`config.mk`:
```
export PLATFORM = sky130hd
export DESIGN_NAME = mmu_core
export DESIGN_NICKNAME = d
export VERILOG_FILES = /design/src/hw/mmu_pkg.sv /design/src/hw/mmu_core.sv /design/src/hw/axi_engine.sv /design/src/hw/page_walker.sv /design/src/hw/req_hold.sv
export SDC_FILE = /design/constraint.sdc
export NUM_CORES = 1
export LEC_CHECK = 0
export BUFFER_PORTS_ARGS = -buffer_cell sky130_fd_sc_hd__buf_2
export CORE_AREA = 3 3 276 278
export CTS_CLUSTER_SIZE = 28
export DETAILED_ROUTE_END_ITERATION = 8
export DIE_AREA = 0 0 279 281
export HOLD_SLACK_MARGIN = 0.02
export PLACE_DENSITY = 0.54
export SLEW_MARGIN = 30
export SYNTH_ARGS = -nofsm -noshare
export SYNTH_HDL_FRONTEND = slang
export SYNTH_SLANG_ARGS = --single-unit
```
`constraint.sdc`:
```
create_clock -name clk -period 21.2 [get_ports clk]
set_clock_uncertainty 0.05 [all_clocks]
set_input_delay 4.24 -clock clk [delete_from_list [all_inputs] [get_ports clk]]
set_output_delay 4.24 -clock clk [all_outputs]
set_load 0.01 [all_outputs]
```
`src/hw/mmu_pkg.sv`:
```
// ##############################
// shared widths, types and constants of the MMU
// 64-bit data path, Sv39/Sv48/Sv57 only
// request ID 8'h01 is kept for the walker
// ##############################
`default_nettype none

package mmu_pkg;

    typedef logic [7:0]  rqst_id_t;  // zero means no request
    typedef logic [63:0] addr_t;     // virtual or physical
    typedef logic [63:0] word_t;     // data, SATP and PTE values
    typedef logic [7:0]  strb_t;     // byte write strobe
    typedef logic [7:0]  perm_t;     // low PTE byte, zero on fault
    typedef logic [43:0] ppn_t;
    typedef logic [8:0]  vpn_t;      // one VPN slice

    // SATP mode field, satp[63:60]
    localparam logic [3:0] SATP_SV39 = 4'd8;
    localparam logic [3:0] SATP_SV48 = 4'd9;
    localparam logic [3:0] SATP_SV57 = 4'd10;

    localparam int PTE_V = 0;  // valid
    localparam int PTE_R = 1;  // readable
    localparam int PTE_X = 3;  // executable

    localparam int PAGE_SHIFT = 12;  // 4 KiB pages

    localparam rqst_id_t WALK_ID = 8'h01;  // walker tag on the bus

    typedef enum logic [2:0] {
        WS_IDLE,
        WS_ADDR,  // form the PTE address
        WS_WAIT,  // PTE read on the bus
        WS_EVAL,  // decode the PTE
        WS_DONE   // response cycle
    } walk_state_t;

    typedef enum logic [2:0] {
        BS_IDLE,
        BS_AR,
        BS_R,
        BS_AW,
        BS_W,
        BS_B,
        BS_DONE   // response cycle
    } bus_state_t;

endpackage

`default_nettype wire
```
`src/hw/mmu_core.sv`:
```
// ##############################
// MMU top, request hold then walker then AXI engine
// every data access is uncached and single beat
// ##############################
`timescale 1ns/1ps
`default_nettype none

module mmu_core import mmu_pkg::*; (
    input  logic     clk,
    input  logic     rst,
    input  rqst_id_t tr_rqst,
    input  addr_t    tr_vadd,
    input  word_t    tr_satp,
    output rqst_id_t tr_resp,
    output perm_t    tr_perm,
    output addr_t    tr_padd,
    input  rqst_id_t dc_rqst,
    input  addr_t    dc_addr,
    input  strb_t    dc_strb,
    input  word_t    dc_wdat,
    output rqst_id_t dc_resp,
    output word_t    dc_rdat,
    output addr_t    araddr,
    output logic     arvalid,
    input  logic     arready,
    input  word_t    rdata,
    input  logic     rvalid,
    output logic     rready,
    output addr_t    awaddr,
    output logic     awvalid,
    input  logic     awready,
    output word_t    wdata,
    output strb_t    wstrb,
    output logic     wvalid,
    input  logic     wready,
    input  logic     bvalid,
    output logic     bready
);

    rqst_id_t tr_held_rqst;
    word_t    tr_held_vadd;
    word_t    tr_held_satp;

    rqst_id_t dc_held_rqst;
    word_t    dc_held_addr;
    word_t    dc_held_wdat;
    strb_t    dc_held_strb;

    logic     rd_req;       // walker PTE read
    addr_t    rd_addr;
    logic     rd_done;
    word_t    rd_data;

    req_hold i_tr_hold (
        .clk       (clk),
        .rst       (rst),
        .rqst      (tr_rqst),
        .op_a      (tr_vadd),
        .op_b      (tr_satp),
        .op_strb   ('0),            // no strobe on translation
        .resp      (tr_resp),
        .held_rqst (tr_held_rqst),
        .held_a    (tr_held_vadd),
        .held_b    (tr_held_satp),
        .held_strb ()
    );

    req_hold i_dc_hold (
        .clk       (clk),
        .rst       (rst),
        .rqst      (dc_rqst),
        .op_a      (dc_addr),
        .op_b      (dc_wdat),
        .op_strb   (dc_strb),
        .resp      (dc_resp),
        .held_rqst (dc_held_rqst),
        .held_a    (dc_held_addr),
        .held_b    (dc_held_wdat),
        .held_strb (dc_held_strb)
    );

    page_walker i_walker (
        .clk       (clk),
        .rst       (rst),
        .held_rqst (tr_held_rqst),
        .vadd      (tr_held_vadd),
        .satp      (tr_held_satp),
        .rd_req    (rd_req),
        .rd_addr   (rd_addr),
        .rd_done   (rd_done),
        .rd_data   (rd_data),
        .tr_resp   (tr_resp),
        .tr_perm   (tr_perm),
        .tr_padd   (tr_padd)
    );

    axi_engine i_engine (
        .clk       (clk),
        .rst       (rst),
        .held_rqst (dc_held_rqst),
        .addr      (dc_held_addr),
        .wdat      (dc_held_wdat),
        .strb      (dc_held_strb),
        .rd_req    (rd_req),
        .rd_addr   (rd_addr),
        .rd_done   (rd_done),
        .rd_data   (rd_data),
        .dc_resp   (dc_resp),
        .dc_rdat   (dc_rdat),
        .araddr    (araddr),
        .arvalid   (arvalid),
        .arready   (arready),
        .rdata     (rdata),
        .rvalid    (rvalid),
        .rready    (rready),
        .awaddr    (awaddr),
        .awvalid   (awvalid),
        .awready   (awready),
        .wdata     (wdata),
        .wstrb     (wstrb),
        .wvalid    (wvalid),
        .wready    (wready),
        .bvalid    (bvalid),
        .bready    (bready)
    );

endmodule

`default_nettype wire

```
`src/hw/axi_engine.sv`:
```
// ##############################
// single-beat AXI engine, read then optional write
// a held data request goes before a walker read
// a started transaction always runs to the end
// ##############################
`timescale 1ns/1ps
`default_nettype none

module axi_engine import mmu_pkg::*; (
    input  logic     clk,
    input  logic     rst,
    input  rqst_id_t held_rqst,
    input  word_t    addr,
    input  word_t    wdat,
    input  strb_t    strb,
    input  logic     rd_req,
    input  addr_t    rd_addr,
    output logic     rd_done,
    output word_t    rd_data,
    output rqst_id_t dc_resp,
    output word_t    dc_rdat,
    output addr_t    araddr,
    output logic     arvalid,
    input  logic     arready,
    input  word_t    rdata,
    input  logic     rvalid,
    output logic     rready,
    output addr_t    awaddr,
    output logic     awvalid,
    input  logic     awready,
    output word_t    wdata,
    output strb_t    wstrb,
    output logic     wvalid,
    input  logic     wready,
    input  logic     bvalid,
    output logic     bready
);

    bus_state_t state;
    rqst_id_t   cur_id;     // WALK_ID for walker reads
    word_t      rd_word;    // word read before any write

    always_ff @(posedge clk) begin
        if (rst) begin
            state   <= BS_IDLE;
            cur_id  <= '0;
            arvalid <= 1'b0;
            rready  <= 1'b0;
            awvalid <= 1'b0;
            wvalid  <= 1'b0;
            bready  <= 1'b0;
        end else begin
            case (state)
                BS_IDLE: begin
                    if (held_rqst != '0) begin
                        cur_id  <= held_rqst;
                        araddr  <= addr;
                        wdata   <= wdat;
                        wstrb   <= strb;
                        arvalid <= 1'b1;
                        state   <= BS_AR;
                    end else if (rd_req) begin
                        cur_id  <= WALK_ID;
                        araddr  <= rd_addr;
                        wstrb   <= '0;          // read only
                        arvalid <= 1'b1;
                        state   <= BS_AR;
                    end
                end
                BS_AR: begin
                    if (arready) begin
                        arvalid <= 1'b0;
                        rready  <= 1'b1;
                        state   <= BS_R;
                    end
                end
                BS_R: begin
                    if (rvalid) begin
                        rready  <= 1'b0;
                        rd_word <= rdata;
                        if (wstrb != '0) begin
                            awaddr  <= araddr;  // same word
                            awvalid <= 1'b1;
                            state   <= BS_AW;
                        end else begin
                            state <= BS_DONE;
                        end
                    end
                end
                BS_AW: begin
                    if (awready) begin
                        awvalid <= 1'b0;
                        wvalid  <= 1'b1;
                        state   <= BS_W;
                    end
                end
                BS_W: begin
                    if (wready) begin
                        wvalid <= 1'b0;
                        bready <= 1'b1;
                        state  <= BS_B;
                    end
                end
                BS_B: begin
                    if (bvalid) begin
                        bready <= 1'b0;
                        state  <= BS_DONE;
                    end
                end
                BS_DONE: begin
                    state <= BS_IDLE;
                end
                default: state <= BS_IDLE;
            endcase
        end
    end

    assign rd_done = (state == BS_DONE) && (cur_id == WALK_ID);
    assign dc_resp = (state == BS_DONE && cur_id != WALK_ID) ? cur_id : '0;
    assign rd_data = rd_word;
    assign dc_rdat = rd_word;

    // valid with stable payload until the slave takes it
    a_ar_hold: assert property (@(posedge clk) disable iff (rst)
        (arvalid && !arready) |=> (arvalid && $stable(araddr)));

    a_aw_hold: assert property (@(posedge clk) disable iff (rst)
        (awvalid && !awready) |=> (awvalid && $stable(awaddr)));

    a_w_hold: assert property (@(posedge clk) disable iff (rst)
        (wvalid && !wready) |=> (wvalid && $stable(wdata) && $stable(wstrb)));

endmodule

`default_nettype wire

```
`src/hw/page_walker.sv`:
```
// ##############################
// Sv39/Sv48/Sv57 page table walker
// one walk at a time over the bus with no TLB
// an unknown SATP mode answers with perm zero
// ##############################
`timescale 1ns/1ps
`default_nettype none

module page_walker import mmu_pkg::*; (
    input  logic     clk,
    input  logic     rst,
    input  rqst_id_t held_rqst,
    input  word_t    vadd,
    input  word_t    satp,
    output logic     rd_req,
    output addr_t    rd_addr,
    input  logic     rd_done,
    input  word_t    rd_data,
    output rqst_id_t tr_resp,
    output perm_t    tr_perm,
    output addr_t    tr_padd
);

    walk_state_t state;
    rqst_id_t    id;          // request being walked
    vpn_t [4:0]  vpn;
    ppn_t        ppn;
    word_t       pte;
    perm_t       perm;
    logic [2:0]  lvl;         // current level counting down
    logic        bad_mode;

    ppn_t        leaf_ppn;    // PPN with superpage slices filled in
    logic        misaligned;

    // low PPN slices of a superpage leaf must be zero and take the VPN
    always_comb begin
        leaf_ppn   = pte[53:10];
        misaligned = 1'b0;
        for (int i = 0; i < 4; i++) begin
            if (i < int'(lvl)) begin
                if (pte[10 + i*9 +: 9] != '0)
                    misaligned = 1'b1;
                leaf_ppn[i*9 +: 9] = vpn[i];
            end
        end
    end

    always_ff @(posedge clk) begin
        if (rst) begin
            state <= WS_IDLE;
            id    <= '0;
        end else begin
            case (state)
                WS_IDLE: begin
                    if (held_rqst != '0) begin   // held ID is gone the cycle after tr_resp
                        id       <= held_rqst;
                        vpn      <= vadd[56:12];
                        ppn      <= satp[43:0];
                        perm     <= '0;
                        bad_mode <= 1'b0;
                        case (satp[63:60])
                            SATP_SV39: lvl <= 3'd2;
                            SATP_SV48: lvl <= 3'd3;
                            SATP_SV57: lvl <= 3'd4;
                            default:   bad_mode <= 1'b1;
                        endcase
                        state <= WS_ADDR;
                    end
                end
                WS_ADDR: begin
                    rd_addr <= (addr_t'(ppn) << PAGE_SHIFT) | (addr_t'(vpn[lvl]) << 3);
                    state   <= bad_mode ? WS_DONE : WS_WAIT;
                end
                WS_WAIT: begin
                    if (rd_done) begin
                        pte   <= rd_data;
                        state <= WS_EVAL;
                    end
                end
                WS_EVAL: begin
                    if (!pte[PTE_V]) begin
                        state <= WS_DONE;                // invalid entry leaves perm zero
                    end else if (pte[PTE_R] || pte[PTE_X]) begin
                        ppn   <= leaf_ppn;
                        perm  <= misaligned ? perm_t'(0) : pte[7:0];
                        state <= WS_DONE;
                    end else if (lvl == 3'd0) begin
                        state <= WS_DONE;                // pointer at the last level
                    end else begin
                        ppn   <= pte[53:10];
                        lvl   <= lvl - 3'd1;
                        state <= WS_ADDR;
                    end
                end
                WS_DONE: begin
                    state <= WS_IDLE;
                end
                default: state <= WS_IDLE;
            endcase
        end
    end

    assign rd_req  = (state == WS_WAIT);
    assign tr_resp = (state == WS_DONE) ? id : '0;
    assign tr_perm = perm;
    assign tr_padd = addr_t'(ppn) << PAGE_SHIFT;

    // a response always answers the request still held upstream
    a_resp_held: assert property (@(posedge clk) disable iff (rst)
        (tr_resp != '0) |-> (state == WS_DONE && held_rqst == tr_resp));

endmodule

`default_nettype wire

```
`src/hw/req_hold.sv`:
```
// ##############################
// holds one request until its response ID returns
// new pulses are only taken while empty
// ##############################
`timescale 1ns/1ps
`default_nettype none

module req_hold import mmu_pkg::*; (
    input  logic     clk,
    input  logic     rst,
    input  rqst_id_t rqst,
    input  word_t    op_a,
    input  word_t    op_b,
    input  strb_t    op_strb,
    input  rqst_id_t resp,
    output rqst_id_t held_rqst,
    output word_t    held_a,
    output word_t    held_b,
    output strb_t    held_strb
);

    logic empty;

    assign empty = (held_rqst == '0);

    always_ff @(posedge clk) begin
        if (rst) begin
            held_rqst <= '0;
        end else if (empty) begin
            held_rqst <= rqst;          // zero keeps it empty
        end else if (resp == held_rqst) begin
            held_rqst <= '0;            // answered
        end
    end

    always_ff @(posedge clk) begin
        if (empty) begin
            held_a    <= op_a;
            held_b    <= op_b;
            held_strb <= op_strb;
        end
    end

    // downstream stages read the operands over many cycles
    a_operands_stable: assert property (@(posedge clk) disable iff (rst)
        (held_rqst != '0 && $past(held_rqst) != '0)
            |-> ($stable(held_a) && $stable(held_b) && $stable(held_strb)));

endmodule

`default_nettype wire

```
==> summary.txt <==
Status
  – Status: complete, no violations

Synth
  – Synth top area share: 81.5%
  – Yosys top cell by area: edfxtp_1
  – Yosys warnings: 0
  – Mean Syn Cell Area: 17.8 sq um
  – Seq/Total Area, Yosys: 84.9%
  – Synth Cell Area: 25,700 sq um
  – Mapped Cells: 1,444
  – Post-synthesis mux area share: 2.45%
  – Largest family of logic cells by synthesized area: simple AND/OR/NAND/NOR gates
  – Ys async rst share: 0%
  – Post-synthesis adder-cell area fraction: 0.0972%
  – Netlist cell types: 65
  – Post-synthesis simple-gate area fraction: 6.95%
  – Top FF cell, synth: edfxtp_1
  – EDFF count, synth: 699
  – Post-synthesis compound-gate area fraction: 3.53%
  – Seq cells post-synth: 742
  – Synth Area in XOR/XNOR: 0.413%
  – Synth area leaders: edfxtp_1 82%, nand2_1 3.7%, dfxtp_1 3.3%, mux2i_1 2.4%, o21ai_0 0.95%

CTS
  – Clock buffer depth: 3
  – Root Driver: clkbuf_16
  – CTS sink cnt: 742
  – Post-CTS Hold Buffers: 0
  – CTS Buf Count: 80
  – Worst skew pair latency: 0.61 ns
  – CTS H-tree lvls: 3
  – PostCTS Resize Cnt: 0
  – CTS tree: built
  – Clock transition at path regs: 0.06 ns
  – Setup Buffers After CTS: 0

STA
  – Final setup fails: 0
  – Crit share post-route: 30.1%
  – RSZ-0062 raised after global routing: false
  – Fin. max-slew vios: 0
  – Worst Max-Slew Pin Slew: 0.917 ns
  – Post-route worst setup slack: 14.82 ns
  – Final Hold Vio Count: 0
  – Min Tclk post-route: 6.38 ns
  – Setup TNS Final: 0 ns
  – Fmax: 157 MHz
  – Worst slew margin: 38.9%
  – WHS: 0.361 ns

Cells and area
  – Synth-to-layout area growth: 27.1%
  – Fill cells: 6,644
  – Final nets: 2,504
  – Share of cells above drive strength 1: 36.5%
  – Post-route cell area: 32,700 sq um

Die
  – Die Height: 281 um
  – Die width: 279 um
  – IO Count: 708
  – Die area: 78,400 sq um
  – # rows: 100
  – Initial core utilization: 34.7%
  – Core Area: 74,200 sq um

Routing
  – Final WL: 69.9 mm
  – Routed len/inst: 21.9 um
  – Routed vias/inst: 4.60
  – Starting DRT DRC Count: 923
  – DRC: 0
  – ANT nets after route: 0
  – Total number of vias: 14,700
  – Drt first pass iters: 5

Place
  – PortBufs: 652
  – Placed cell area: 30,200 sq um
  – Gp weighted congestion: 0.822
  – Detail Placement HPWL: 51.4 mm
  – DP Worst Slack: 14.52 ns

Global route
  – Largest net degree at the start of global routing: 108
  – Initial antenna violation count: 17
  – Total GRT Usage: 17.1%
  – GRT overflow: 0
  – Global-route wire length before repair: 98.3 mm
  – Vias in the first global route: 14,900

Power
  – VDD IR max: 118 uV
  – Leak pwr: 12.6 nW
  – Pwr dens: 163 nW/um^2

Worst setup path
  – Worst Path Required: 16.91 ns
  – Crit path DAT: 2.09 ns
  – Setup crit end kind: primary output
  – Startpoint Class: flip-flop
  – Worst Path Max Fanout: 12
  – CP Class: reg -> out

Flow run
  – # Max-Cap Violations: 0

Worst hold path
  – Path type of the worst min-delay path: reg -> reg
## metrics by stage
stage                     std cells  power [W]  util (%)
after detailed placement       3038    0.00407      40.7
after global placement         3038    0.00404      40.6
final                          3194    0.00533      44.1
after floorplan                1463    0.00347         -
after CTS                      3185    0.00543      44.1
after global routing           3191    0.00564      44.1
## per-layer routing
layer  part of all wire (%)  vias to the layer above  global-route usage [%]
li1                       -                     6830                       -
met1                     41                     7153                    21.3
met2                     49                      554                    29.0
met3                    5.9                      154                    3.80
met4                    3.9                       14                    7.33
met5                   0.15                        -                       0
## flip-flops by register name, indices dropped and copies added (netlist names), 44 cells and up
register and flops:
i_dc_hold.held_a 64, i_dc_hold.held_b 64, i_engine.araddr 64, i_engine.awaddr 64, i_engine.dc_rdat 64, i_engine.wdata 64
i_tr_hold.held_a 45, i_tr_hold.held_b 48, i_walker.ppn 44, i_walker.pte 52, i_walker.rd_addr 53, i_walker.vpn 45
## cell families after synthesis
kind of cell,Yosys count
mux,63
flops,742
compound gates,143
other cells,1
fa+ha+maj,2
buf+inv,83
simple gates,400
xor+xnor,10
## worst max-delay path, stage by stage, from the launching register on
cell and delay [ns]:
dfxtp_1 0.54, nor3b_2 0.57, and2_1 0.22, buf_2 0.15
## report_power, final
part | switching, W | total (W) | internal, W
clock | 0.000562 | 0.00134 | 0.000780
combinational | 0.000952 | 0.00131 | 0.000354
sequential | 0.000236 | 0.00268 | 0.00245
total | 0.00175 | 0.00533 | 0.00358
## synth_stat cells (2+ instances only)
cell type and n:
a211oi_1 3, a21o_1 2, a21oi_1 26, a221oi_1 2, a22o_1 8, a22oi_1 5, a311oi_1 2, a31o_2 3
a31oi_1 6, a32oi_1 7, and2_1 34, buf_1 6, buf_2 7, buf_4 20, clkbuf_1 27, clkbuf_8 2
dfxtp_1 43, edfxtp_1 699, ha_1 2, inv_1 18, mux2i_1 63, nand2_1 253, nand3_1 5, nand4_1 2
nor2_1 58, nor2b_1 4, nor3_1 12, nor3b_1 2, nor4_1 5, nor4bb_1 6, o21ai_0 49, o21ai_1 9
o22ai_1 10, o2bb2ai_1 4, o32ai_1 2, or4_1 2, xnor2_1 8
## layout make-up
type / instances / area [sq um] / area share (%)
Tap cell: 969 / 1210 / 3.71
Antenna cell: 9 / 22.5 / 0.0688
Inverter: 18 / 77.6 / 0.237
Clock buffer: 104 / 2140 / 6.55
Timing Repair Buffer: 671 / 3410 / 10.4
Sequential cell: 742 / 21900 / 66.8
Clock inverter: 43 / 384 / 1.17
Multi-Input combinational cell: 638 / 3610 / 11.0
## path summary, 6_finish.rpt
check | start | end | slack (ns) | depth (start not counted)
setup reg to reg | i_dc_hold.held_rqst[0]$_SDFFE_PP0P_ | i_engine.araddr[10]$_DFFE_PP_ | 17.78 | 7
hold reg to reg | i_dc_hold.held_b[15]$_DFFE_PN_ | i_engine.wdata[15]$_DFFE_PP_ | 0.36 | 0
hold / removal | i_dc_hold.held_b[15]$_DFFE_PN_ | i_engine.wdata[15]$_DFFE_PP_ | 0.36 | 0
setup / recovery | i_walker.state[2]$_SDFFE_PP0P_ | tr_resp[6] | 14.82 | 3
## cell usage in the layout (no fill, tap or decap), types with 8 or more instances in the layout
master / n
edfxtp_1: 699
buf_2: 652
nand2_1: 253
clkbuf_16: 82
mux2i_1: 63
nor2_1: 56
o21ai_0: 48
dfxtp_1: 43
and2_1: 33
a21oi_1: 26
clkbuf_1: 21
conb_1: 20
buf_4: 18
clkinv_1: 17
inv_1: 16
clkinv_2: 12
o22ai_1: 10
o21ai_1: 10
diode_2: 9
nor3_1: 9
xnor2_1: 8
a22o_1: 8
Power figures use the tool's default switching activity.
